`config.mk`:
```
export PLATFORM = sky130hd
export DESIGN_NAME = mm_data_resp
export DESIGN_NICKNAME = d
export VERILOG_FILES = /design/src/hw/mm_bus_pkg.sv /design/src/hw/mm_data_resp.sv
export SDC_FILE = /design/constraint.sdc
export NUM_CORES = 1
export LEC_CHECK = 0
export ABC_AREA = 1
export BUFFER_PORTS_ARGS = -buffer_cell sky130_fd_sc_hd__buf_4
export CORE_MARGIN = 5
export CORE_UTILIZATION = 32
export CTS_BUF_LIST = sky130_fd_sc_hd__clkbuf_2 sky130_fd_sc_hd__clkbuf_4 sky130_fd_sc_hd__clkbuf_8
export CTS_CLUSTER_DIAMETER = 100
export DETAILED_ROUTE_END_ITERATION = 10
export HOLD_SLACK_MARGIN = 0.02
export PLACE_DENSITY = 0.89
export SLEW_MARGIN = 10
export SYNTH_ARGS = -nofsm -noshare
export SYNTH_HDL_FRONTEND = slang
export SYNTH_SLANG_ARGS = --single-unit
```
`constraint.sdc`:
```
create_clock -name clk_i -period 2.1 [get_ports clk_i]
set_input_delay 0.42 -clock clk_i [delete_from_list [all_inputs] [get_ports clk_i]]
set_output_delay 0.42 -clock clk_i [all_outputs]
set_load 0.01 [all_outputs]
```
`src/hw/mm_bus_pkg.sv`:
```
package mm_bus_pkg;

  // data port request, the strobe data_req travels beside it
  typedef struct packed {
    logic [31:0] addr;
    // high for a store
    logic        we;
    // byte lanes of a store
    logic [3:0]  be;
    logic [31:0] wdata;
  } data_req_t;

  // instruction port response, one cycle after the grant
  typedef struct packed {
    logic        rvalid;
    logic [31:0] rdata;
  } instr_resp_t;

  // data port response, one cycle after the grant
  typedef struct packed {
    logic        rvalid;
    // set for a read of an unmapped address
    logic        err;
    // zero for stores and error reads
    logic [31:0] rdata;
  } data_resp_t;

  // where a data request ends up
  typedef enum logic [1:0] {
    tgt_ram,
    tgt_ctrl,
    tgt_err
  } target_e;

endpackage

```
`src/hw/mm_data_resp.sv`:
```
`timescale 1ns/100ps

module mm_data_resp
  import mm_bus_pkg::*;
(
  input  logic        clk_i,
  input  logic        rst_ni,
  input  logic        data_req_i,
  input  target_e     target_i,
  input  logic [31:0] ram_rdata_i,
  input  logic [31:0] ctrl_rdata_i,
  output data_resp_t  data_resp_o
);

  logic    rvalid_q;
  target_e target_q;

  // remember where the granted request went
  always_ff @(posedge clk_i or negedge rst_ni) begin
    if (!rst_ni) begin
      rvalid_q <= 1'b0;
      target_q <= tgt_ram;
    end else begin
      rvalid_q <= data_req_i;
      if (data_req_i) begin
        target_q <= target_i;
      end
    end
  end

  // RAM and control block already answer stores with zero
  always_comb begin
    data_resp_o.rvalid = rvalid_q;
    data_resp_o.err    = 1'b0;
    data_resp_o.rdata  = '0;
    if (rvalid_q) begin
      unique case (target_q)
        tgt_ram: begin
          data_resp_o.rdata = ram_rdata_i;
        end
        tgt_ctrl: begin
          data_resp_o.rdata = ctrl_rdata_i;
        end
        default: begin
          data_resp_o.err = 1'b1;
        end
      endcase
    end
  end

  rvalid_after_req_a : assert property (@(posedge clk_i) disable iff (!rst_ni)
    data_resp_o.rvalid |-> $past(data_req_i))
    else $error("data rvalid without a request in the previous cycle");

endmodule

```
# == Word level (Yosys, flattened, before mapping) ==
# Index checks and enable logic that the tools add are counted.
# word_totals
regBits,3
latchBits,0
ramBits,0
romBits,0
input_bits,69
out_inout_bits,34
wordCells,8
memories,0
# classes
addsub,0
multipliers,0
div,0
order_cmp,0
eq_ne,1
shift,0
n_mux,3
n_bitwise,0
n_reduce_logical,2
# ops
cell,n
$pmux 32 s2,1
$mux 33,1
$eq 2x1->1 const B,1
$logic_not 2->1,1
$reduce_or 2->1,1
$mux 1,1

# == Logic depth before layout (Yosys ltp) ==
# Gate-level depths: netlist of the first run.
# depth
word_depth,4
mapped_depth,5
depth_no_buf,3

# == Least setup slack after synthesis of the first run ==
# OpenSTA, ideal clock, no wires.
# synth_path
kind,register to output
startpoint,register target_q[0]
endpoint,output port data_resp_o[10] in the netlist's numbering
t_arrival_ns,1.006
required_ns,1.680
setup_slack_ns,0.674
path_stages_with_launch,6
path_buffers,2
path_cell_list,dfrtp_1 > buf_6 > nor2_4 > buf_6 > nand2_1 > a21oi_1
# synth_lines
element,line_no,text
"start, declared",mm_data_resp.sv:16,target_e target_q;
"start signal, assigned",mm_data_resp.sv:22,target_q <= tgt_ram;
"start signal, assigned",mm_data_resp.sv:26,target_q <= target_i;
"end, declared",mm_data_resp.sv:12,output data_resp_t data_resp_o

==> impl_metrics.py, run 1 <==
metrics = {
    "final_layout": {
        "num_antenna_cells": 0,
        "stdcell_count": 247,
        "layout.nets": 290,
        "area_growth_pct": 120.2,
        "fill_cells": 150,
        "layout-drive-gt1-share_pct": 50.91,
    },
    "synthesis": {
        "yosys-top-cells-count": "35 x nand2_1, 32 x a21oi_1, 32 x nand3_1, 6 x buf_2, 4 x buf_6",
        "synthCells": 123,
        "netlist_area_um2": 656.9,
        "synthArstFlopShare_pct": 100.0,
        "syn-num-nets": 192,
        "synth_seq_cells": 3,
        "yosys_warnings": 0,
        "ys_seq_area_share_pct": 11.43,
        "avgSynthCellArea_um2": 5.340,
        "ys.flop_type": "dfrtp_1",
        "yosys-top-cells-area": "a21oi_1 24%, nand3_1 24%, nand2_1 20%, dfrtp_1 11%, buf_6 6.9%",
        "synth_cell_type_count": 12,
        "synthMostInstantiatedCell": "nand2_1",
        "synth_top_area_share_pct": 24.38,
        "synth_edf_count": 0,
        "synth_top_area_cell": "a21oi_1",
    },
    "sta": {
        "worst_pin_slew_ns": 0.4135,
        "fin_worst_skew_ns": 0,
        "tns_ns": 0,
        "finalMaxSlewViolations": 0,
        "hold_viol": 0,
        "finalSetupViolCount": 0,
        "rsz0062_at_grt": "no",
        "max-slew-margin-rel_pct": 72.40,
        "max_freq_mhz": 516.2,
        "layout_min_cycle_time_ns": 1.937,
        "finalCritPeriodShare_pct": 92.24,
    },
    "placement": {
        "dp_hpwl_mm": 2.405,
        "placedCellCount": 242,
        "gp_congestion": 0.8850,
        "port_buffers": 102,
    },
    "critical_path": {
        "rrSetupSlack_ns": 0.92,
        "startpoint_type": "flip-flop",
        "cp_max_fo": 18,
        "slowest_delay_ns": 0.41,
        "worstPathCellList": "nor2_4 > buf_12 > nand2_1 > a21oi_1 > buf_4",
        "timing.critical_path.slowest_stage_cell": "dfrtp_1",
        "critPathCaptureType": "output port",
        "criticalPathCategory": "reg2out",
        "cp.arrival_ns": 1.52,
        "crit_required_ns": 1.68,
    },
    "power_and_ir_drop": {
        "ir_drop_mv": 0.3662,
        "p_clk_share_pct": 22.1,
        "p_leak_nw": 0.7524,
        "sw_frac_of_total_pct": 36.31,
        "p_per_area_mw_per_mm2": 356.9,
        "combPwrFrac_pct": 64.8,
        "sequentialPowerShare_pct": 13.1,
        "internal_power_mw": 0.3288,
        "p_sw_mw": 0.1874,
    },
    "detailed_routing": {
        "drt_wl_total_mm": 3.107,
        "ant_nets": 0,
        "drc_errors": 0,
        "drt-initial-drc-count": 37,
        "routedWlPerCell_um": 12.58,
        "first_pass_iters": 4,
        "vias_per_cell": 4.931,
        "route.vias.total": 1218,
    },
    "clocking": {
        "htreeDepth": 1,
        "cts_tree": "built",
        "clk_pin_slew_worst_paths_ns": 0.04,
        "root_buffer": "clkbuf_4",
        "clockBufferDepth": 2,
        "insertion_delay_ns": 0.23,
        "cts_buffers": 3,
        "cts_sinks": 3,
    },
    "die": {
        "core-area_mm2": 0.001962,
        "die_x_um": 55.31,
        "pin_count": 103,
        "rows": 16,
        "die_area_mm2": 0.003059,
        "die_h_um": 55.31,
        "start_util_pct": 33.48,
    },
    "grt": {
        "antenna_found_initial": 0,
        "globalRoute.totalOverflow": 0,
        "grt_max_degree": 34,
        "grt_pass1_wl_mm": 5.168,
        "grt_usage_pct": 19.71,
        "grt_pass1_vias": 1179,
    },
    "outcome": {
        "outcome": "finished clean",
    },
    "worst_hold_path": {
        "hp-class": "in2reg",
    },
    "flow_run": {
        "drv_cap": 0,
    },
}
## registers in the layout (all words and copies together) (netlist names)
register	count
rvalid_q	1
target_q	2
## per-layer routing
layer,global-route usage (%),share of wire [%]
met5,0,0
met4,6.597,1.1
met3,5.828,11
met2,35.64,51
met1,21.68,37
## critical path, delay by kind of cell (launching register included)
kind | cells | cell delay (ns)
flops | 1 | 0.41
simple gates | 2 | 0.38
buf+inv | 2 | 0.34
compound gates | 1 | 0.14
## power by group through the flow
stage               registers (mW)  logic (mW)  clock network [mW]
floorplan                   0.0668       0.159                   0
global placement            0.0682       0.327                   0
detailed placement          0.0683       0.334                   0
CTS                         0.0675       0.337               0.117
global route                0.0685       0.366               0.127
finish                      0.0676       0.334               0.114
## cell families (layout without fill, tap and decap cells)
group	after synthesis	after routing	share of synthesized area (%)
DFF	3	3	11.43
buffers and inverters	18	115	16.57
and+or+nand+nor	68	68	46.10
AOI/OAI and AO/OA	34	34	25.90
## layout by cell type (no fill, tap or decap), types with 2 or more instances in the layout
master and n:
inv_1 3, dfrtp_1 3, o21ai_0 2, buf_4 105, nand3_1 32, nand2_1 35
a21oi_1 32, clkbuf_4 4
## final cells by class
cell class / count / area (um2) / area share [%]
inverter: 4 / 16.27 / 1.125
sequential: 3 / 75.07 / 5.190
clock buffer: 4 / 30.03 / 2.076
timing repair buffer: 107 / 818.3 / 56.57
multi-input combinational: 102 / 473.0 / 32.70
tap: 27 / 33.78 / 2.336
## metrics by stage
step	worst slack [ns]	total power, mW	cell area, um2	utilization, %	hold WS, ns
2_1_floorplan	0.6737	0.2257	656.9	-	0.1244
3_3_place_gp	0.4423	0.3949	1405	71.62	0.2099
3_5_place_dp	0.3981	0.4024	1405	71.62	0.2116
4_1_cts	0.1327	0.5213	1445	73.66	0.3213
5_1_grt	0.04158	0.5615	1446	73.72	0.3193
6_report	0.1629	0.5162	1446	73.72	0.3279
## worst paths after layout
| kind | from | to | cells after the start |
|---|---|---|---|
| setup / recovery | target_q[1] | data_resp_o[2] | 5 |
| hold / removal | data_req_i | rvalid_q | 1 |
| setup reg to reg | target_q[1] | target_q[1] | 2 |
| hold reg to reg | target_q[0] | target_q[0] | 3 |
| max in group asynchronous | rst_ni | rvalid_q | 2 |
| min in group asynchronous | rst_ni | target_q[1] | 2 |
## what timing repair did
item,4_1_cts,5_1_grt
setup endpoints to repair,0,4
resized for setup,0,1
endpoints found under the hold margin,3,0
buffers inserted,0,0
hold buffers,1,0
(Power assumes the default switching activity.)
==> run 2: changes to the inputs <==
==> constraint.sdc (replaced) <==
create_clock -name clk_i -period 2.1 [get_ports clk_i]
set_input_delay 0.21 -clock clk_i [delete_from_list [all_inputs] [get_ports clk_i]]
set_output_delay 0.21 -clock clk_i [all_outputs]
set_load 0.01 [all_outputs]
==> run 2 against run 1 <==
Effect of this change:
- fmax up 3.9%
- wire length up 5.6%
- global-route usage up 0.49 points
- count of clock-buffer cells in the layout unchanged
- die area unchanged
- sequential power up 0.6%
- critical endpoint is now data_resp_o[8]
- largest power group unchanged
==> impl_metrics.py, run 2 (same netlist as run 1, synthesis figures left out) <==
metrics = {
    "sta": {
        "rsz0062_at_grt": "no",
        "max_freq_mhz": 536.2,
        "hold_viol": 0,
        "max-slew-margin-rel_pct": 56.98,
        "finalMaxSlewViolations": 0,
        "finalCritPeriodShare_pct": 88.81,
        "hold_ws_ns": 0.1215,
        "finalSetupViolCount": 0,
        "fin_worst_skew_ns": 0,
        "tns_ns": 0,
        "worst_pin_slew_ns": 0.6437,
        "layout_min_cycle_time_ns": 1.865,
    },
    "final_layout": {
        "largest_reg_flops": 2,
        "layout-drive-gt1-share_pct": 50.46,
        "fill_cells": 174,
        "top_register": "target_q",
        "stdcell_count": 245,
        "final_area_mm2": 0.001418,
        "multi_input_area_um2": 473.0,
        "area_growth_pct": 115.8,
        "final_cell_mix": "104 x buf_4, 35 x nand2_1, 32 x nand3_1, 32 x a21oi_1, 4 x clkbuf_4",
        "mostFrequentLayoutCell": "buf_4",
        "num_antenna_cells": 0,
        "reg_top3": "target_q x2, rvalid_q x1",
        "seq_area_um2": 75.07,
        "layout.nets": 288,
    },
    "detailed_routing": {
        "route.vias.total": 1232,
        "ant_nets": 0,
        "vias_per_cell": 5.029,
        "drt_wl_total_mm": 3.281,
        "routedWlPerCell_um": 13.39,
        "first_pass_iters": 4,
        "drc_errors": 0,
        "drt-initial-drc-count": 30,
    },
    "grt": {
        "grt_pass1_vias": 1201,
        "grt_usage_pct": 20.20,
        "globalRoute.totalOverflow": 0,
        "antenna_found_initial": 0,
        "grt_max_degree": 34,
        "grt_pass1_wl_mm": 5.306,
    },
    "worst_hold_path": {
        "min-delay-start": "data_req_i",
        "holdPathStages": 1,
        "min_to": "rvalid_q",
        "hp-class": "in2reg",
    },
    "placement": {
        "port_buffers": 102,
        "placedCellCount": 240,
        "gp_congestion": 0.8601,
        "dp_hpwl_mm": 2.469,
        "placed_cell_area_mm2": 0.001378,
    },
    "clocking": {
        "cts_buffers": 3,
        "clockBufferDepth": 2,
        "insertion_delay_ns": 0.23,
        "cts_setup_buffers": 0,
        "cts_sinks": 3,
        "clk_pin_slew_worst_paths_ns": 0.04,
        "cts_tree": "built",
        "root_buffer": "clkbuf_4",
        "htreeDepth": 1,
    },
    "critical_path": {
        "timing.critical_path.slowest_stage_cell": "nor2_4",
        "cp_max_fo": 32,
        "reg2regPathDepth": 2,
        "slowest_delay_ns": 0.55,
        "startpoint_type": "flip-flop",
        "rrSetupSlack_ns": 0.97,
        "regToRegEndpoint": "target_q[1]",
        "cp.arrival_ns": 1.66,
        "crit_required_ns": 1.89,
        "regToRegStartpoint": "target_q[1]",
        "critPathCaptureType": "output port",
        "worstPathCellList": "nor2_4 > nand2_1 > a21oi_1 > buf_4",
        "criticalPathCategory": "reg2out",
    },
    "die": {
        "core-area_mm2": 0.001962,
        "rows": 16,
        "die_area_mm2": 0.003059,
        "pin_count": 103,
        "die_h_um": 55.31,
        "start_util_pct": 33.48,
        "die_x_um": 55.31,
    },
    "power_and_ir_drop": {
        "p_per_area_mw_per_mm2": 357.6,
        "power_mw": 0.5069,
        "p_leak_nw": 0.7388,
        "ir_drop_mv": 0.4096,
    },
    "outcome": {
        "outcome": "finished clean",
    },
    "flow_run": {
        "drv_cap": 0,
    },
}
==> run 2: cell count changes in the layout (fill, tap and decap cells not counted) <==
cell / before / now
buf_4: 105 / 104
clkinv_2: 1 / 0
inv_2: 0 / 1
buf_12: 1 / 0
==> run 2: worst max-delay path by stage <==
stage	slack, ns	end	cells past startpoint	start
floorplan	0.88	data_resp_o[10]	5	target_q[0]
global placement	0.56	data_resp_o[14]	4	target_q[1]
detailed placement	0.49	data_resp_o[8]	4	target_q[1]
CTS	0.23	data_resp_o[8]	4	target_q[1]
global route	0.05	data_resp_o[12]	4	target_q[1]
finish	0.23	data_resp_o[8]	4	target_q[1]
==> run 2: report_power, final <==
part           internal (mW)  leakage [nW]  switching (mW)
Combinational          0.173         0.684           0.154
Clock                 0.0839        0.0184          0.0282
Sequential            0.0627        0.0359         0.00528
Total                  0.320         0.739           0.187
==> run 2: final cells by class <==
type                            count  area share (%)
Clock buffer                        4           2.118
Inverter                            4           1.059
Multi-Input combinational cell    102           33.36
Sequential cell                     3           5.296
Tap cell                           27           2.383
Timing Repair Buffer              105           55.78
==> run 2: routing by layer <==
metal,part of all wire (%),track usage [%],up-vias
met4,1.0,6.597,0
met2,52,37.84,68
met1,37,22.41,552
met3,9.4,3.963,4
li1,-,-,608
met5,0,0,-
==> run 2: what timing repair did <==
item | 4_1_cts | 5_1_grt
gates resized for setup | 0 | 0
hold buffers | 1 | 0
endpoints found under the hold margin | 3 | 0
==> run 2: per-stage QoR <==
step                      util [%]  setup slack, ns
final                        72.26           0.2350
after CTS                    72.26           0.2324
after detailed placement     70.22           0.4867
after floorplan                  -           0.8837
after global placement       70.22           0.5642
after global routing         72.26          0.04761
==> run 2: critical path, delay by kind of cell, from the launching register on <==
family          cells  cell delay (ns)
simple gates        2             0.68
flops               1             0.42
compound gates      1             0.18
buf+inv             1             0.15
