File: config.mk
export PLATFORM = sky130hd
export DESIGN_NAME = mm_ctrl_regs
export DESIGN_NICKNAME = d
export VERILOG_FILES = /design/src/hw/mm_bus_pkg.sv /design/src/hw/mm_map_pkg.sv /design/src/hw/mm_ctrl_regs.sv
export SDC_FILE = /design/constraint.sdc
export NUM_CORES = 1
export LEC_CHECK = 0
export ABC_CLOCK_PERIOD_IN_PS = 6800
export BUFFER_PORTS_ARGS = -buffer_cell sky130_fd_sc_hd__buf_2
export CELL_PAD_IN_SITES_DETAIL_PLACEMENT = 0
export CELL_PAD_IN_SITES_GLOBAL_PLACEMENT = 1
export CORE_MARGIN = 5
export CORE_UTILIZATION = 35
export DETAILED_ROUTE_END_ITERATION = 8
export PLACE_DENSITY_LB_ADDON = 0.1
export SLEW_MARGIN = 20
export SYNTH_ARGS = -nofsm -noshare
export SYNTH_HDL_FRONTEND = slang
export SYNTH_SLANG_ARGS = --single-unit
File: constraint.sdc
create_clock -name clk_i -period 6.8 [get_ports clk_i]
set_clock_uncertainty 0.05 [all_clocks]
set_input_delay 0.34 -clock clk_i [delete_from_list [all_inputs] [get_ports clk_i]]
set_output_delay 0.34 -clock clk_i [all_outputs]
set_load 0.02 [all_outputs]
File: src/hw/mm_bus_pkg.sv
package mm_bus_pkg;

  // data port request, the strobe data_req travels beside it
  typedef struct packed {
    logic [31:0] addr;
    // high for a store
    logic        we;
    // byte lanes of a store
    logic [3:0]  be;
    logic [31:0] wdata;
  } data_req_t;

  // instruction port response, one cycle after the grant
  typedef struct packed {
    logic        rvalid;
    logic [31:0] rdata;
  } instr_resp_t;

  // data port response, one cycle after the grant
  typedef struct packed {
    logic        rvalid;
    // set for a read of an unmapped address
    logic        err;
    // zero for stores and error reads
    logic [31:0] rdata;
  } data_resp_t;

  // where a data request ends up
  typedef enum logic [1:0] {
    tgt_ram,
    tgt_ctrl,
    tgt_err
  } target_e;

endpackage

File: src/hw/mm_map_pkg.sv
package mm_map_pkg;

  // addresses of the pseudo peripherals above the RAM

  // test status, written by the program when it is done
  parameter logic [31:0] StatusAddr = 32'h2000_0000;

  // exit code, reported together with a one cycle valid
  parameter logic [31:0] ExitAddr = 32'h2000_0004;

  // timer interrupt mask, bit TimerIrqId enables the timer line
  parameter logic [31:0] TimerMaskAddr = 32'h1500_0000;

  // timer count, a write loads the countdown value
  parameter logic [31:0] TimerCntAddr = 32'h1500_0004;

  // read-only view of the current count
  parameter logic [31:0] TimerReadAddr = 32'h1500_1000;

  // values written to the status register

  // signals a passing program
  parameter logic [31:0] PassMagic = 32'd123456789;

  // signals a failing program
  parameter logic [31:0] FailMagic = 32'd1;

  // interrupt lines

  // id of the timer interrupt, as the core reports it with irq_ack
  parameter logic [4:0] TimerIrqId = 5'd7;

endpackage
File: src/hw/mm_ctrl_regs.sv
`timescale 1ns/100ps

module mm_ctrl_regs
  import mm_bus_pkg::*;
  import mm_map_pkg::*;
(
  input  logic        clk_i,
  input  logic        rst_ni,
  input  logic        ctrl_req_i,
  input  data_req_t   data_req_s_i,
  input  logic        irq_ack_i,
  input  logic [4:0]  irq_id_i,
  output logic [31:0] ctrl_rdata_o,
  output logic        irq_timer_o,
  output logic        tests_passed_o,
  output logic        tests_failed_o,
  output logic        exit_valid_o,
  output logic [31:0] exit_value_o
);

  logic        wr;
  logic        status_wr;
  logic        exit_wr;
  logic        mask_wr;
  logic        cnt_wr;
  logic        cnt_rd;
  logic [31:0] mask_q;
  logic [31:0] timer_cnt;
  logic [31:0] ctrl_rdata_q;
  logic        passed_q;
  logic        failed_q;
  logic        exit_valid_q;
  logic [31:0] exit_value_q;

  assign wr        = ctrl_req_i && data_req_s_i.we;
  assign status_wr = wr && (data_req_s_i.addr == StatusAddr);
  assign exit_wr   = wr && (data_req_s_i.addr == ExitAddr);
  assign mask_wr   = wr && (data_req_s_i.addr == TimerMaskAddr);
  assign cnt_wr    = wr && (data_req_s_i.addr == TimerCntAddr);
  assign cnt_rd    = ctrl_req_i && !data_req_s_i.we && (data_req_s_i.addr == TimerReadAddr);

  // status and exit are pulses one cycle after the store
  always_ff @(posedge clk_i or negedge rst_ni) begin
    if (!rst_ni) begin
      passed_q     <= 1'b0;
      failed_q     <= 1'b0;
      exit_valid_q <= 1'b0;
      exit_value_q <= '0;
      mask_q       <= '0;
    end else begin
      passed_q     <= status_wr && (data_req_s_i.wdata == PassMagic);
      failed_q     <= status_wr && (data_req_s_i.wdata == FailMagic);
      exit_valid_q <= exit_wr;
      if (exit_wr) begin
        exit_value_q <= data_req_s_i.wdata;
      end
      if (mask_wr) begin
        mask_q <= data_req_s_i.wdata;
      end
    end
  end

  // only the count view returns data, other reads give zero
  always_ff @(posedge clk_i) begin
    ctrl_rdata_q <= cnt_rd ? timer_cnt : 32'd0;
  end

  mm_timer u_timer (
    .clk_i     (clk_i),
    .rst_ni    (rst_ni),
    .hold_i    (mask_wr || cnt_wr),
    .load_i    (cnt_wr),
    .wdata_i   (data_req_s_i.wdata),
    .irq_en_i  (mask_q[TimerIrqId]),
    .irq_ack_i (irq_ack_i),
    .irq_id_i  (irq_id_i),
    .cnt_o     (timer_cnt),
    .irq_o     (irq_timer_o)
  );

  assign ctrl_rdata_o   = ctrl_rdata_q;
  assign tests_passed_o = passed_q;
  assign tests_failed_o = failed_q;
  assign exit_valid_o   = exit_valid_q;
  assign exit_value_o   = exit_value_q;

  irq_masked_a : assert property (@(posedge clk_i) disable iff (!rst_ni)
    $rose(irq_timer_o) |-> mask_q[TimerIrqId])
    else $error("timer interrupt raised with mask bit clear");

endmodule

// countdown timer, steered by the register block above
module mm_timer
  import mm_map_pkg::*;
(
  input  logic        clk_i,
  input  logic        rst_ni,
  input  logic        hold_i,
  input  logic        load_i,
  input  logic [31:0] wdata_i,
  input  logic        irq_en_i,
  input  logic        irq_ack_i,
  input  logic [4:0]  irq_id_i,
  output logic [31:0] cnt_o,
  output logic        irq_o
);

  logic [31:0] cnt_q;
  logic        irq_q;
  logic        tick;

  // no counting in a cycle that writes a timer register
  assign tick = !hold_i && (cnt_q != 32'd0);

  always_ff @(posedge clk_i or negedge rst_ni) begin
    if (!rst_ni) begin
      cnt_q <= '0;
      irq_q <= 1'b0;
    end else begin
      if (load_i) begin
        cnt_q <= wdata_i;
      end else if (tick) begin
        cnt_q <= cnt_q - 32'd1;
      end
      // acknowledge wins over a new expiry
      if (irq_ack_i && (irq_id_i == TimerIrqId)) begin
        irq_q <= 1'b0;
      end else if (tick && (cnt_q == 32'd1) && irq_en_i) begin
        irq_q <= 1'b1;
      end
    end
  end

  assign cnt_o = cnt_q;
  assign irq_o = irq_q;

endmodule

# == Word-level counts from Yosys, hierarchy flattened ==
# Index checks and enable logic that the tools add are counted.
# op_classes
muxes,4
add_sub_neg,1
n_reduce_logical,19
eq_ne,9
# ops
operator,count
"32-bit by 29-bit equality test with 1-bit output, second input constant",3
"32-bit by 1-bit equality test with 1-bit output, second input constant",2
"32-bit by 30-bit equality test with 1-bit output, second input constant",2
32-bit two-way mux,2
"32-bit by 27-bit equality test with 1-bit output, second input constant",1
32-bit nonzero test,1
"32-bit by 1-bit subtractor with 32-bit output, second input constant",1
1-bit logical AND,13
"5-bit by 3-bit equality test with 1-bit output, second input constant",1
2-bit nonzero test,2
1-bit logical NOT,2
1-bit two-way mux,2
1-bit logical OR,1
# word_totals
output_inout_bits,68
ff_bits,108
inputBits,78

# == Longest topological paths before layout ==
# depth
ltp_word,9
mapped_depth,9

# == Modules after synthesis ==
# From an unflattened synthesis, not the netlist that was laid out.
# unflattened
hier_cells,430
area_unflattened_um2,4802.1
# by_module_without_submodules
module,area_each_um2,instances,cells_each
mm_ctrl_regs,2690.1,1,189
mm_timer,2112.0,1,241

# == Worst setup path before layout ==
# Ideal clock, no wire load.
# synth_timing
path_type,register to register
startpoint,reg u_timer.cnt_q[25] (netlist: u_timer.cnt_o[25])
endpoint,reg u_timer.cnt_q[31] (netlist: u_timer.cnt_o[31])
path_stages_with_launch,7
arrival_ns,2.155
setup_time_ns,0.082
t_required_ns,6.668
setup_slack_ns,4.513
path_cell_list,dfrtp_1 > or4_1 > or2_1 > buf_6 > or4_1 > or3_1 > a31oi_1
# synth_via
elab_chain_cells,3
# synth_lines
element,line,text
from (decl),mm_ctrl_regs.sv:109,logic [31:0] cnt_q;
from (signal assigned),mm_ctrl_regs.sv:122,cnt_q <= wdata_i;
from (signal assigned),mm_ctrl_regs.sv:124,cnt_q <= cnt_q - 32'd1;
32-bit by 1-bit subtractor with 32-bit output or 32-bit nonzero test (tied branches),"mm_ctrl_regs.sv:124, mm_ctrl_regs.sv:114",
32-bit two-way mux or 1-bit logical AND (tied branches),"mm_ctrl_regs.sv:123, mm_ctrl_regs.sv:114",
32-bit two-way mux or 2-bit nonzero test (tied branches),-,
# Several ways; a longest one is shown, not always the timed one. The select of a mux whose other input is x is not followed.
# A chain may end at the register's enable or synchronous reset.

# == Worst setup path after layout ==
# layout_timing
startpoint,in data_req_s_i[54] (netlist bit)
endpoint,reg u_timer.cnt_q[9] (netlist: u_timer.cnt_o[9])
# layout_via
elab_chain_cells,6
# layout_lines
element,line,text
from (decl),mm_ctrl_regs.sv:10,"input data_req_t data_req_s_i,"
"32-bit by 29-bit equality test with 1-bit output, on equally long branches","mm_ctrl_regs.sv:38, mm_ctrl_regs.sv:39",
"1-bit logical AND, on equally long branches","mm_ctrl_regs.sv:38, mm_ctrl_regs.sv:39",
1-bit logical OR,mm_ctrl_regs.sv:71,".hold_i (mask_wr || cnt_wr),"
1-bit logical NOT,mm_ctrl_regs.sv:114,assign tick = !hold_i && (cnt_q != 32'd0);
1-bit logical AND,mm_ctrl_regs.sv:114,
2-bit nonzero test (no line),-,
# Several ways; a longest one is shown, not always the timed one.

==> qor.json <==
{
  "first_global_vias": {"value": 3812},
  "critical_path.slowest_cell": {"value": "sky130_fd_sc_hd__nor4_1"},
  "grt_start_max_net_pins": {"value": 70},
  "total_leakage_power": {"value": 2.71, "unit": "nW"},
  "timing.slew.headroom": {"value": 28.7, "unit": "%"},
  "synthDistinctLibCells": {"value": 50},
  "synthesis.nets": {"value": 492},
  "start_to_end_type_of_the_worst_setup_path": {"value": "input pin to flip-flop"},
  "dr_total_vias": {"value": 3628},
  "starting_density": {"value": 35.6, "unit": "%"},
  "endpoint_kind": {"value": "flip-flop"},
  "layout.nets": {"value": 631},
  "drive_above_1_share": {"value": 37.8, "unit": "%"},
  "core_region_area": {"value": 0.0126, "unit": "sq mm"},
  "yosys_register_bits": {"value": 101},
  "timing.final.setup_violations": {"value": 0},
  "grt_pass1_wl": {"value": 20.3, "unit": "mm"},
  "worst_slew_pin_slew": {"value": 1.06, "unit": "ns"},
  "crit_path_start": {"value": "data_req_s_i[54]"},
  "grt_setup_unrepaired": {"value": "false"},
  "ys_async_sr_fraction": {"value": 68.3, "unit": "%"},
  "clock-root-buffer": {"value": "sky130_fd_sc_hd__clkbuf_16"},
  "area_growth_syn_to_layout": {"value": 26.7, "unit": "%"},
  "globalplace.congestion": {"value": 0.826},
  "global_route.overflow_total": {"value": 0},
  "crit_path_cell_trace": {"value": "buf_2 > nor4b_1 > nand4_1 > nor4_1 > nand2_1 > o311ai_0 > nand3_1"},
  "chipWidth": {"value": 123, "unit": "microns"},
  "via_per_inst": {"value": 4.98},
  "first_pass_iteration_count_of_the_detailed_router": {"value": 4},
  "drt.antenna.violating_nets": {"value": 0},
  "critical_path_rt": {"value": 6.95, "unit": "ns"},
  "critical-path-max-stage-delay": {"value": 1.01, "unit": "ns"},
  "cts.repair.resized": {"value": 0},
  "r2r_end": {"value": "u_timer.cnt_o[7]"},
  "wl_met2": {"value": 5.24, "unit": "mm"},
  "fin_max_slew_vios": {"value": 0},
  "hold_buffers": {"value": 0},
  "cts.clk_slew.worst_paths": {"value": 0.07, "unit": "ns"},
  "tritoncts": {"value": "done"},
  "final_hold_violations": {"value": 0},
  "cts_sinks": {"value": 101},
  "start_kind": {"value": "input pin"},
  "ys.flop_type": {"value": "sky130_fd_sc_hd__dfrtp_1"},
  "postSynthAreaPerCell": {"value": 10.9, "unit": "sq um"},
  "clock.fmax": {"value": 0.319, "unit": "GHz"},
  "met3WireLength": {"value": 1.03, "unit": "mm"},
  "max_buffers_root_to_sink": {"value": 2},
  "clock_latency": {"value": 0.35, "unit": "ns"},
  "number_of_flops_mapped_to_enable_cells_by_yosys": {"value": 0},
  "number_of_cells_on_the_worst_reg_to_reg_path": {"value": 8},
  "place.detailed.hpwl": {"value": 9.32, "unit": "mm"},
  "max_rail_drop_vdd": {"value": 0.115, "unit": "mV"},
  "status": {"value": "completed"},
  "power.density_cell_area": {"value": 209, "unit": "mW/mm^2"},
  "m1WireLength": {"value": 6.23, "unit": "mm"},
  "synth_area": {"value": 0.00450, "unit": "sq mm"},
  "worstReg2RegStart": {"value": "u_timer.cnt_o[0]"},
  "boundaryPins": {"value": 146},
  "wl": {"value": 12.6, "unit": "mm"},
  "max-cap-violations": {"value": 0},
  "cts_max_level": {"value": 3},
  "cts_buffers": {"value": 9},
  "gr-usage-all-layers": {"value": 17.5, "unit": "%"},
  "yosys_warnings": {"value": 0},
  "time_the_worst_path_needs_with_i_o_delays_and_setup": {"value": 3.14, "unit": "ns"},
  "timing.critical_path.fanout_max": {"value": 18},
  "first_iter_violations": {"value": 225},
  "port_buffers": {"value": 141},
  "rrSetupSlack": {"value": 3.73, "unit": "ns"},
  "drc_violations_left": {"value": 0},
  "timing.setup.tns": {"value": 0, "unit": "ns"},
  "post_synthesis_cells": {"value": 412},
  "antenna_found_initial": {"value": 0},
  "dr.max_layer_used": {"value": "met4"},
  "worstHoldPathType": {"value": "input pin to asynchronous set/reset pin"},
  "min_period_over_period": {"value": 46.2, "unit": "%"},
  "final_core_utilization": {"value": 45.2, "unit": "%"},
  "die_height": {"value": 123, "unit": "microns"},
  "cts_setup_buffers": {"value": 0},
  "seq_area_frac_synth": {"value": 52.6, "unit": "%"},
  "wl_per_cell": {"value": 17.3, "unit": "microns"},
  "design.die.area": {"value": 0.0152, "unit": "sq mm"},
  "arrival": {"value": 3.29, "unit": "ns"},
  "num_antenna_cells": {"value": 0},
  "std_cell_rows": {"value": 41}
}
cells in the mapped netlist, types with 2 or more instances:
| cell | n | area (sq um) |
|---|---|---|
| sky130_fd_sc_hd__nand4b_1 | 7 | 61.3 |
| sky130_fd_sc_hd__mux2_2 | 35 | 394 |
| sky130_fd_sc_hd__o311ai_0 | 2 | 17.5 |
| sky130_fd_sc_hd__clkbuf_1 | 9 | 33.8 |
| sky130_fd_sc_hd__nor2_1 | 38 | 143 |
| sky130_fd_sc_hd__nor4_4 | 2 | 42.5 |
| sky130_fd_sc_hd__buf_2 | 4 | 20.0 |
| sky130_fd_sc_hd__nor3b_1 | 5 | 37.5 |
| sky130_fd_sc_hd__and2_1 | 32 | 200 |
| sky130_fd_sc_hd__inv_1 | 4 | 15.0 |
| sky130_fd_sc_hd__nand4_1 | 7 | 43.8 |
| sky130_fd_sc_hd__ha_1 | 2 | 25.0 |
| sky130_fd_sc_hd__nand2_1 | 11 | 41.3 |
| sky130_fd_sc_hd__a31oi_1 | 3 | 18.8 |
| sky130_fd_sc_hd__nand3_1 | 10 | 50.1 |
| sky130_fd_sc_hd__a21oi_1 | 27 | 135 |
| sky130_fd_sc_hd__xor2_1 | 5 | 43.8 |
| sky130_fd_sc_hd__or3_1 | 8 | 50.1 |
| sky130_fd_sc_hd__nand2b_1 | 4 | 25.0 |
| sky130_fd_sc_hd__dfxtp_1 | 32 | 641 |
| sky130_fd_sc_hd__buf_6 | 2 | 22.5 |
| sky130_fd_sc_hd__nor3_1 | 17 | 85.1 |
| sky130_fd_sc_hd__or4_1 | 5 | 37.5 |
| sky130_fd_sc_hd__nor3_2 | 3 | 30.0 |
| sky130_fd_sc_hd__dfrtp_1 | 69 | 1730 |
| sky130_fd_sc_hd__nor4b_1 | 4 | 35.0 |
| sky130_fd_sc_hd__nor4_1 | 21 | 131 |
| sky130_fd_sc_hd__buf_1 | 3 | 11.3 |
| sky130_fd_sc_hd__nor4bb_1 | 2 | 20.0 |
| sky130_fd_sc_hd__xnor2_1 | 19 | 166 |
through the flow:
step / cell area, sq um / std cells / worst slack, ns / total power [W] / hold WS, ns
finish: 5700 / 728 / 3.66 / 0.00119 / 0.148
global route: 5700 / 728 / 3.45 / 0.00124 / 0.139
CTS: 5700 / 728 / 3.68 / 0.00121 / 0.139
detailed placement: 5380 / 712 / 3.35 / 0.000656 / 0.442
global placement: 5380 / 712 / 3.26 / 0.000656 / 0.434
floorplan: 4500 / 412 / 4.51 / 0.000615 / -0.00559
metal layers:
layer,global-route usage (%),vias to the layer above
li1,-,1757
met5,0,-
met1,26.1,1738
met3,5.49,7
met2,24.0,126
met4,5.19,0
cell type report:
class                      count  area [sq um]
fill                        1276          6920
sequential                   101          2370
multi-input combinational    289          2040
timing repair buffer         146           743
clock buffer                  11           243
tap                          172           215
clock inverter                 5          73.8
inverter                       4          15.0
power breakdown:
group | switching (W) | leakage (nW) | internal (W) | total (W)
registers | 0.000000000662 | 1.14 | 0.000598 | 0.000598
clock network | 0.000219 | 0.157 | 0.000330 | 0.000549
logic | 0.0000274 | 1.41 | 0.0000183 | 0.0000457
registers in the layout, summed over array words and instances (netlist names):
register and flops:
mask_q 1, ctrl_rdata_o 32, exit_value_o 32, u_timer.irq_o 1, tests_failed_o 1, u_timer.cnt_o 32
exit_valid_o 1, tests_passed_o 1
critical path, delay by kind of cell:
family,cells,cell delay [ns]
AO/OA/AOI/OAI,1,0.32
AND/OR/NAND/NOR,5,2.54
buffers and inverters,1,0.09
kinds of logic (layout without fill, tap and decap cells):
family	Yosys count	in the layout	share of synthesized area, %
AO/OA/AOI/OAI	39	39	5.12
multiplexers	36	36	8.99
buffers and inverters	22	166	2.28
XOR/XNOR	24	24	4.67
adder cells (fa/ha/maj)	2	2	0.556
AND/OR/NAND/NOR	188	188	25.7
flip-flops	101	101	52.6
layout by cell type (no fill, tap or decap), types with 7 or more instances in the layout:
cell / instances
sky130_fd_sc_hd__a21oi_1: 27
sky130_fd_sc_hd__xnor2_1: 19
sky130_fd_sc_hd__nor3_1: 17
sky130_fd_sc_hd__and2_1: 32
sky130_fd_sc_hd__nand4_1: 7
sky130_fd_sc_hd__nand4b_1: 7
sky130_fd_sc_hd__or3_1: 8
sky130_fd_sc_hd__nor2_1: 38
sky130_fd_sc_hd__mux2_2: 35
sky130_fd_sc_hd__nand2_1: 11
sky130_fd_sc_hd__dfxtp_1: 32
sky130_fd_sc_hd__clkbuf_16: 9
sky130_fd_sc_hd__buf_2: 141
sky130_fd_sc_hd__dfrtp_1: 69
sky130_fd_sc_hd__nand3_1: 10
sky130_fd_sc_hd__nor4_1: 21
how the worst max path moves through the flow:
stage	endpoint	cells past startpoint
final	u_timer.cnt_o[9]	7
after global routing	u_timer.cnt_o[9]	7
after CTS	u_timer.cnt_o[9]	7
after detailed placement	u_timer.cnt_o[9]	7
after global placement	u_timer.cnt_o[26]	7
after floorplan	u_timer.cnt_o[31]	6
No activity file was read; power rests on OpenSTA's default activity.
