==> config.mk <==
export PLATFORM = sky130hd
export DESIGN_NAME = mm_addr_decode
export DESIGN_NICKNAME = d
export VERILOG_FILES = /design/src/hw/mm_bus_pkg.sv /design/src/hw/mm_map_pkg.sv /design/src/hw/mm_addr_decode.sv
export SDC_FILE = /design/constraint.sdc
export NUM_CORES = 1
export LEC_CHECK = 0
export BUFFER_PORTS_ARGS = -buffer_cell sky130_fd_sc_hd__buf_2
export CAP_MARGIN = 20
export CORE_AREA = 5 5 42 44
export DETAILED_ROUTE_END_ITERATION = 10
export DIE_AREA = 0 0 47 49
export PLACE_DENSITY = 0.82
export REMOVE_ABC_BUFFERS = 1
export SYNTH_ARGS = -nofsm -noshare
export SYNTH_HDL_FRONTEND = slang
export SYNTH_SLANG_ARGS = --single-unit
==> constraint.sdc <==
create_clock -name vclk -period 4
set_clock_uncertainty 0.2 [all_clocks]
set_input_delay 0.8 -clock vclk [all_inputs]
set_output_delay 0.8 -clock vclk [all_outputs]
set_load 0.005 [all_outputs]
==> src/hw/mm_bus_pkg.sv <==
package mm_bus_pkg;

  // data port request, the strobe data_req travels beside it
  typedef struct packed {
    logic [31:0] addr;
    // high for a store
    logic        we;
    // byte lanes of a store
    logic [3:0]  be;
    logic [31:0] wdata;
  } data_req_t;

  // instruction port response, one cycle after the grant
  typedef struct packed {
    logic        rvalid;
    logic [31:0] rdata;
  } instr_resp_t;

  // data port response, one cycle after the grant
  typedef struct packed {
    logic        rvalid;
    // set for a read of an unmapped address
    logic        err;
    // zero for stores and error reads
    logic [31:0] rdata;
  } data_resp_t;

  // where a data request ends up
  typedef enum logic [1:0] {
    tgt_ram,
    tgt_ctrl,
    tgt_err
  } target_e;

endpackage

==> src/hw/mm_map_pkg.sv <==
package mm_map_pkg;

  // addresses of the pseudo peripherals above the RAM

  // test status, written by the program when it is done
  parameter logic [31:0] StatusAddr = 32'h2000_0000;

  // exit code, reported together with a one cycle valid
  parameter logic [31:0] ExitAddr = 32'h2000_0004;

  // timer interrupt mask, bit TimerIrqId enables the timer line
  parameter logic [31:0] TimerMaskAddr = 32'h1500_0000;

  // timer count, a write loads the countdown value
  parameter logic [31:0] TimerCntAddr = 32'h1500_0004;

  // read-only view of the current count
  parameter logic [31:0] TimerReadAddr = 32'h1500_1000;

  // values written to the status register

  // signals a passing program
  parameter logic [31:0] PassMagic = 32'd123456789;

  // signals a failing program
  parameter logic [31:0] FailMagic = 32'd1;

  // interrupt lines

  // id of the timer interrupt, as the core reports it with irq_ack
  parameter logic [4:0] TimerIrqId = 5'd7;

endpackage
==> src/hw/mm_addr_decode.sv <==
`timescale 1ns/100ps

module mm_addr_decode
  import mm_bus_pkg::*;
  import mm_map_pkg::*;
#(
  parameter int unsigned AddrWidth = 16
) (
  input  logic      data_req_i,
  input  data_req_t data_req_s_i,
  output logic      ram_req_o,
  output logic      ctrl_req_o,
  output target_e   target_o
);

  logic in_ram;
  logic in_ctrl;

  // everything below 2**AddrWidth is RAM
  assign in_ram = (data_req_s_i.addr >> AddrWidth) == 32'd0;

  // the control block answers on exactly five word addresses
  assign in_ctrl = data_req_s_i.addr inside {
    StatusAddr,
    ExitAddr,
    TimerMaskAddr,
    TimerCntAddr,
    TimerReadAddr
  };

  always_comb begin
    if (in_ram) begin
      target_o = tgt_ram;
    end else if (in_ctrl) begin
      target_o = tgt_ctrl;
    end else begin
      target_o = tgt_err;
    end
  end

  // only one strobe is raised per request
  assign ram_req_o  = data_req_i && (target_o == tgt_ram);
  assign ctrl_req_o = data_req_i && (target_o == tgt_ctrl);

  // stores must always land somewhere, only loads may miss the map
  write_mapped_a : assert final (!(data_req_i && data_req_s_i.we) || target_o != tgt_err)
    else $error("write to unmapped address %08x", data_req_s_i.addr);

endmodule

Word-level counts from Yosys, hierarchy flattened
Cells that the tools add are included.

operators by class
  equal/unequal tests = 6
  multiplexer cells = 2
  reductions and logical operators = 5

operators with widths
  kind                                             count
  == test 32 x 29 -> 1 bit, second input constant  3
  == test 32 x 30 -> 1 bit, second input constant  2
  logical NOT 32 bit                               1
  nonzero test 5 bit                               1
  2-to-1 mux 2 bit                                 2
  == test 2 x 1 -> 1 bit, second input constant    1
  logical AND 1 bit                                2
  logical NOT 2 bit                                1

word-level totals
  register bits = 0
  input port bits = 70
  output and inout port bits = 4

Logic depth before layout (Yosys ltp)
Gate-level depths: netlist of the first run.

  word-level depth = 6
  mapped depth = 4

Worst setup path before layout of the first run
OpenSTA, ideal clock, no wires.

  kind = input to output
  start point = input data_req_s_i[38] in the netlist's numbering
  end point = output ctrl_req_o
  data arrival time = 1.494 ns
  data required time = 3.000 ns
  path slack = 1.506 ns
  cell stages on the path = 4
  cell sequence = nor4_2 nand2_1 nor3_2 and3_1

between the ends
  cells in the longest elaborated chain, start to end = 6

ends and longest elaborated chain
  element                                                                      line                  text
  start, declared                                                              mm_addr_decode.sv:10  input data_req_t data_req_s_i,
  == test 32 x 30 -> 1 bit / == test 32 x 29 -> 1 bit (equally long branches)  mm_addr_decode.sv:23  assign in_ctrl = data_req_s_i.addr inside {
  nonzero test 5 bit (*)                                                       mm_addr_decode.sv:23
  2-to-1 mux 2 bit (*)                                                         mm_addr_decode.sv:34  end else if (in_ctrl) begin
  2-to-1 mux 2 bit (*)                                                         mm_addr_decode.sv:32  if (in_ram) begin
  == test 2 x 1 -> 1 bit (*)                                                   mm_addr_decode.sv:43  assign ctrl_req_o = data_req_i && (target_o == tgt_ctrl);
  logical AND 1 bit (*)                                                        mm_addr_decode.sv:43
  end, declared                                                                mm_addr_decode.sv:12  output logic ctrl_req_o,

Mark *: on every way between the ends. The rest lies on a longest branch, timed or not.

Worst setup path after layout of the first run
Same ends and word-level chain as after synthesis.

==> results of run 1 <==
[worst max path at each step]
stage                     startpoint          to  slack, ns  cells past startpoint
floorplan           data_req_s_i[38]  ctrl_req_o       1.51                      4
global placement    data_req_s_i[37]  ctrl_req_o       1.25                      6
detailed placement  data_req_s_i[38]  ctrl_req_o       1.20                      6
CTS                 data_req_s_i[38]  ctrl_req_o       1.20                      6
global route        data_req_s_i[37]  ctrl_req_o       1.10                      6
finish              data_req_s_i[38]  ctrl_req_o       1.24                      6
[cell families (layout without fill, tap and decap cells)]
group | Yosys count | after routing | synth area share
buf+inv | 0 | 37 | 0
simple gates | 16 | 16 | 0.869
compound gates | 3 | 3 | 0.131
[stage by stage]
stage	utilization	total power, W	setup slack (ns)	hold WS [ns]
after floorplan	-	0.00000268	1.51	1.53
after global placement	0.242	0.0000194	1.25	1.71
after detailed placement	0.242	0.0000206	1.20	1.71
after CTS	0.242	0.0000207	1.20	1.71
after global routing	0.242	0.0000224	1.10	1.74
final	0.242	0.0000204	1.24	1.71
[power groups by stage]
| stage | registers (W) | logic [W] | clock network (W) |
|---|---|---|---|
| 3_5_place_dp | 0 | 0.0000206 | 0 |
| 4_1_cts | 0 | 0.0000207 | 0 |
| 5_1_grt | 0 | 0.0000224 | 0 |
| 2_1_floorplan | 0 | 0.00000268 | 0 |
| 6_report | 0 | 0.0000204 | 0 |
| 3_3_place_gp | 0 | 0.0000194 | 0 |
[placed cells by master, fill, tap and decap left out]
master,netlist,layout
nand2_1,2,2
o21ai_0,1,1
buf_2,0,37
nor3_2,1,1
and4b_1,1,1
a21oi_1,1,1
a211oi_1,1,1
nor4_1,6,6
and2_2,1,1
and3_1,3,3
nor4_2,2,2
[per-layer routing]
layer / part of all wire / vias to the layer above / track usage
met4: 0 / 0 / 0
met2: 0.56 / 24 / 0.127
met1: 0.25 / 133 / 0.0500
met5: 0 / - / 0
li1: - / 158 / -
met3: 0.19 / 0 / 0.00369
[cell type report]
cell class | instances | share of cell area
timing repair buffer | 37 | 0.546
multi-input combinational | 19 | 0.395
tap | 16 | 0.0590
[worst min-delay path: cells and delay by family]
kind / cells / cell delay [ns]
and+or+nand+nor: 1 / 0.13
buffers and inverters: 2 / 0.18
==> reports/metrics.csv, run 1 <==
metric,value,unit
outcome,"finished, final reports clean",
instances_no_fill,72,
first_pass_iters,3,
hold_path_class,in2out,
grt_usage,0.0561,
syn-cell-area,134,um2
hold_viol,0,
crit_path_end_kind,primary output,
core,1400,um2
grt_max_degree,5,
cp_num_buf_inv,2,
routed_wl,740,um
fillers,159,
antenna_cells,0,
crit_arrival,1.76,ns
ys_seq_area_frac,0,
worstPathMaxFanout,3,
yosysWarnings,0,
cts_resized,0,
area_growth,153,%
worstHoldStart,data_req_i,
start_kind,input port,
syn_inst,19,
synth_area_leader_cell,nor4_1,
ant_nets,0,
grt_pass1_wl,1040,um
crit_type,in2out,
p_leak,0.184,nW
cpPeakStageDelay,0.25,ns
path_common_cell,buf_2,
routed_via_density,4.38,
antenna_found_initial,0,
numPortBuffers,37,
netlist_top_cells_count,"6 x nor4_1, 3 x and3_1, 2 x nand2_1, 2 x nor4_2",
synth_top_cells_by_area,"nor4_1 28%, nor4_2 19%, and3_1 14%",
min_delay_path_depth,3,
cap_violations,0,
period_minus_slack,2.76,ns
holdBufCountCts,0,
cts_setup_buffers,0,
start_util,0.0955,
dieArea,2300,um2
fmax,0.362,GHz
min_period_over_period,0.691,
clock_buffers,0,
synthMostInstantiatedCell,nor4_1,
design.seq.count,0,
register_area,0,um2
place_area,339,um2
multiInputGateArea,134,um2
setup_tns,0,ns
drcViolationCount,0,
powerDensity,60.1,nW/um2
crit_chain,"buf_2, nor4_2, nand2_1, nor3_2, and3_1, buf_2",
p_sw,0.00000731,W
internal-power,0.0000131,W
swShare,0.359,
drt_first_iter_violations,3,
pin_count,74,
grt_pass1_vias,285,
overflow,0,
rsz0062_at_grt,false,
place_hpwl,736,um
placementRows,14,
combinationalPowerShare,1.000,
critPathTopFamily,simple AND/OR/NAND/NOR gates,
peakVddDrop,11.4,uV
clkPwrFrac,0,
avgSynthCellArea,7.05,um2
cp.required,3.00,ns
drv_slew,0,
avgRoutedWirePerCell,10.3,um
worstMarginPinSlew,0.275,ns
design_area,339,um2
place_congestion,0.572,
seqPwrFrac,0,
dp_cells,72,
yosysTopAreaCellShare,0.280,
final_nets,128,
die_y,49,um
die_w,47,um
min_to,ctrl_req_o,
ys_types,10,
vias,315,
drive_gt1_frac,0.732,
setup_viol,0,
slew_headroom,0.815,
cpMaxStageDelayCell,nor4_2,
(Power assumes the default switching activity.)
==> run 2: changes to the inputs <==
--- a/config.mk
+++ b/config.mk
@@ -5,12 +5,13 @@
 export SDC_FILE = /design/constraint.sdc
 export NUM_CORES = 1
 export LEC_CHECK = 0
+export ABC_AREA = 1
 export BUFFER_PORTS_ARGS = -buffer_cell sky130_fd_sc_hd__buf_2
 export CAP_MARGIN = 20
 export CORE_AREA = 5 5 42 44
 export DETAILED_ROUTE_END_ITERATION = 10
 export DIE_AREA = 0 0 47 49
-export PLACE_DENSITY = 0.82
+export PLACE_DENSITY = 0.87
 export REMOVE_ABC_BUFFERS = 1
 export SYNTH_ARGS = -nofsm -noshare
 export SYNTH_HDL_FRONTEND = slang
==> constraint.sdc (replaced) <==
create_clock -name vclk -period 2.7
set_clock_uncertainty 0.2 [all_clocks]
set_input_delay 0.54 -clock vclk [all_inputs]
set_output_delay 0.54 -clock vclk [all_outputs]
set_load 0.005 [all_outputs]
==> run 2 against run 1 <==
Effect of this change:
- worst hold slack lost 0.52 ns
- flip-flop and latch count unchanged
- highest routed layer unchanged
- area after synthesis is 49% higher
- synthesized cell count increased by 140%
==> reports/metrics.csv, run 2 <==
metric,value,unit
cp.required,1.96,ns
antenna_cells,0,
avgSynthCellArea,4.32,um2
layout_common_cells,"37 x buf_2, 20 x nor2_1, 9 x nand2_1",
vias,386,
syn_inst,46,
crit_type,in2out,
drt_first_iter_violations,0,
final_common_cell,buf_2,
place_congestion,0.580,
whs,1.19,ns
outcome,"finished, final reports clean",
overflow,0,
yosysWarnings,0,
instances_no_fill,99,
crit_arrival,1.33,ns
yosysTopAreaCellShare,0.377,
pin_count,74,
final_nets,155,
grt_pass1_vias,279,
first_pass_iters,1,
setup_tns,0,ns
worstHoldStart,data_req_i,
p_leak,0.242,nW
slew_headroom,0.906,
clock_buffers,0,
grt_pass1_wl,966,um
design.seq.count,0,
hold_path_class,in2out,
grt_max_degree,4,
numPortBuffers,37,
min_to,ctrl_req_o,
period_minus_slack,2.07,ns
syn-cell-area,199,um2
powerDensity,87.2,nW/um2
netlist_top_cells_count,"20 x nor2_1, 9 x nand2_1, 5 x inv_1",
crit_chain,"buf_2, nor2_1, nand2_1, nor2_1, nand2_1, nor2_2, nand2_2, nor2_2, buf_2",
ant_nets,0,
worstMarginPinSlew,0.140,ns
min_delay_path_depth,4,
min_period_over_period,0.766,
ys_seq_area_frac,0,
cpPeakStageDelay,0.14,ns
cpMaxStageDelayCell,nor2_2,
dieArea,2300,um2
start_util,0.142,
peakVddDrop,21.6,uV
routed_via_density,3.90,
crit_path_end_kind,primary output,
holdBufCountCts,0,
drv_slew,0,
worstPathMaxFanout,2,
synthMostInstantiatedCell,nor2_1,
die_y,49,um
setup_viol,0,
synth_top_cells_by_area,"nor2_1 38%, nand2_1 17%, nor2_2 13%",
hold_viol,0,
core,1400,um2
area_growth,103,%
cts_setup_buffers,0,
die_w,47,um
drive_gt1_frac,0.518,
grt_usage,0.0512,
start_kind,input port,
cts_resized,0,
register_area,0,um2
cap_violations,0,
placementRows,14,
routed_wl,766,um
rsz0062_at_grt,false,
dp_cells,99,
drcViolationCount,0,
antenna_found_initial,0,
final_core_util,0.288,
fmax,0.484,GHz
ys_types,11,
avgRoutedWirePerCell,7.74,um
synth_area_leader_cell,nor2_1,
## run 2: per-stage QoR
stage	setup slack [ns]	total power (W)	instance area, um2
2_1_floorplan	0.863	0.00000975	199
3_3_place_gp	0.624	0.0000338	404
3_5_place_dp	0.605	0.0000356	404
4_1_cts	0.601	0.0000357	404
5_1_grt	0.510	0.0000399	404
6_report	0.633	0.0000352	404
## run 2: how the worst max path moves through the flow
stage	slack, ns	endpoint	cells past startpoint	startpoint
after global placement	0.62	ctrl_req_o	9	data_req_s_i[68]
after global routing	0.51	ctrl_req_o	9	data_req_s_i[46]
after floorplan	0.86	ctrl_req_o	7	data_req_s_i[60]
after CTS	0.60	ctrl_req_o	9	data_req_s_i[46]
after detailed placement	0.61	ctrl_req_o	9	data_req_s_i[46]
final	0.63	ctrl_req_o	9	data_req_s_i[46]
## run 2: cells by family (layout without fill, tap and decap cells)
family	count (synthesis)	in the layout	synth area share
simple gates	40	40	0.881
buf+inv	5	42	0.0943
compound gates	1	1	0.0251
## run 2: power by group
part | switching (W) | internal [W] | leakage [nW]
combinational | 0.0000138 | 0.0000215 | 0.242
sequential | 0 | 0 | 0
clock | 0 | 0 | 0
## run 2: layout make-up
| class | count | area (um2) |
|---|---|---|
| Fill cell | 167 | 997 |
| Inverter | 5 | 18.8 |
| Multi-Input combinational cell | 41 | 180 |
| Tap cell | 16 | 20.0 |
| Timing Repair Buffer | 37 | 185 |
## run 2: routing by layer
metal | GRT usage | wire [um]
met5 | 0 | 0
met4 | 0 | 0
met3 | 0.00369 | 146
met2 | 0.106 | 399
met1 | 0.0543 | 220
## run 2: critical path, delay by kind of cell
kind	cells	cell delay [ns]
buffers and inverters	2	0.20
AND/OR/NAND/NOR	7	0.59
==> run 3: changes to the inputs <==
--- a/config.mk
+++ b/config.mk
@@ -5,13 +5,13 @@
 export SDC_FILE = /design/constraint.sdc
 export NUM_CORES = 1
 export LEC_CHECK = 0
-export ABC_AREA = 1
+export ABC_AREA = 0
 export BUFFER_PORTS_ARGS = -buffer_cell sky130_fd_sc_hd__buf_2
 export CAP_MARGIN = 20
 export CORE_AREA = 5 5 42 44
 export DETAILED_ROUTE_END_ITERATION = 10
 export DIE_AREA = 0 0 47 49
-export PLACE_DENSITY = 0.87
+export PLACE_DENSITY = 0.82
 export REMOVE_ABC_BUFFERS = 1
 export SYNTH_ARGS = -nofsm -noshare
 export SYNTH_HDL_FRONTEND = slang
==> constraint.sdc (replaced) <==
create_clock -name vclk -period 2.1
set_clock_uncertainty 0.2 [all_clocks]
set_input_delay 0.42 -clock vclk [all_inputs]
set_output_delay 0.42 -clock vclk [all_outputs]
set_load 0.005 [all_outputs]
==> run 3 against run 2 <==
Effect of this change:
- routed wire length up 3.7%
- flip-flop and latch count unchanged
- critical path type unchanged
- largest power group unchanged
- first-iteration DRC count up 3
- clock-buffer cell count unchanged
- power up 20%
- via count down 18%
- setup slack worse by 0.51 ns
- cell area down 11%
- core utilization down 3.3 points
- global-route usage up 0.49 points
- combinational power up 20%
- critical path depth down 3
==> reports/metrics.csv, run 3 (synthesis gave the netlist of run 1 again) <==
metric,value,unit
outcome,"finished, final reports clean",
fmax,0.507,GHz
design.seq.count,0,
cap_violations,0,
overflow,0,
final_common_cell,buf_2,
place_hpwl,736,um
postLayoutSetupSlackWorst,0.126,ns
hold_viol,0,
grt_pass1_wl,1040,um
dieArea,2300,um2
path_common_cell,buf_2,
internal-power,0.0000274,W
worstPathMaxFanout,3,
cts_setup_buffers,0,
worstHoldStart,data_req_i,
pin_count,74,
clock_buffers,0,
cp.required,1.48,ns
antenna_cells,0,
peakVddDrop,27.1,uV
crit_start,data_req_s_i[38],
min_period_over_period,0.940,
powerDensity,119,nW/um2
slew_headroom,0.817,
routed_wl,794,um
setup_viol,0,
cpPeakStageDelay,0.25,ns
min_delay_path_depth,3,
antenna_found_initial,0,
combinationalPowerShare,1.000,
crit_arrival,1.35,ns
start_kind,input port,
vias,317,
register_area,0,um2
drt_first_iter_violations,3,
seqPwrFrac,0,
drive_gt1_frac,0.750,
final_nets,128,
p_leak,0.188,nW
area_growth,167,%
grt_max_degree,5,
drcViolationCount,0,
drv_slew,0,
grt_pass1_vias,285,
clkPwrFrac,0,
grt_usage,0.0561,
hold_path_class,in2out,
numPortBuffers,37,
setup_tns,0,ns
crit_chain,"buf_2, nor4_2, nand2_1, nor3_2, and3_1, buf_2",
routed_via_density,4.40,
fillers,159,
p_sw,0.0000150,W
start_util,0.0955,
swShare,0.354,
crit_type,in2out,
first_pass_iters,3,
place_congestion,0.572,
core,1400,um2
worstMarginPinSlew,0.272,ns
crit_path_end_kind,primary output,
die_w,47,um
multiInputGateArea,140,um2
placementRows,14,
ant_nets,0,
layout_common_cells,"35 x buf_2, 5 x nor4_1, 3 x nor4_2, 3 x and3_1",
pre_cts_slack,0.0641,ns
avgRoutedWirePerCell,11.0,um
die_y,49,um
rsz0062_at_grt,false,
period_minus_slack,1.97,ns
cpMaxStageDelayCell,nor4_2,
==> run 3: cell types whose count changed in the layout (fill, tap and decap cells not counted), sizes merged <==
cell,previous run,this run
and2,2,1
nor4,0,8
and4b,0,1
a211oi,0,1
nand2,10,2
nand3,2,0
nor2,24,0
nand4,1,0
and3,0,3
o21ai,0,1
inv,5,0
==> run 3: metal layers <==
metal  vias up  GRT usage  wire (um)
met5         -          0          0
met4         0          0          0
met3         0    0.00369        134
met2        24      0.127        445
met1       134     0.0500        215
li1        159          -          -
==> run 3: area by class of cell <==
type	count	area share
Timing Repair Buffer	37	0.552
Multi-Input combinational cell	19	0.392
Tap cell	16	0.0559
==> run 3: worst paths after layout <==
path,end,slack (ns)
worst max-delay path,ctrl_req_o,0.13
worst min-delay path,ram_req_o,0.96
==> run 3: what timing repair did <==
action,4_1_cts,5_1_grt
hold buffers,0,0
gates resized for setup,0,3
setup endpoints to repair,0,2
==> run 3: stage by stage <==
stage                       power, W  instance area [um2]  utilization  hold WS, ns  std cells
after detailed placement   0.0000393                  339        0.242        0.953         72
after floorplan           0.00000510                  134            -        0.772         19
final                      0.0000424                  358        0.255        0.961         72
after CTS                  0.0000394                  339        0.242        0.953         72
after global placement     0.0000369                  339        0.242        0.947         72
after global routing       0.0000463                  358        0.255        0.994         72
==> run 3: power by group through the flow <==
stage / logic, W / clock network [W] / registers, W
finish: 0.0000424 / 0 / 0
global route: 0.0000463 / 0 / 0
CTS: 0.0000394 / 0 / 0
detailed placement: 0.0000393 / 0 / 0
global placement: 0.0000369 / 0 / 0
floorplan: 0.00000510 / 0 / 0
==> run 3: worst max-delay path: cells and delay by family <==
kind | cells | cell delay [ns]
and+or+nand+nor | 4 | 0.72
buffers and inverters | 2 | 0.20
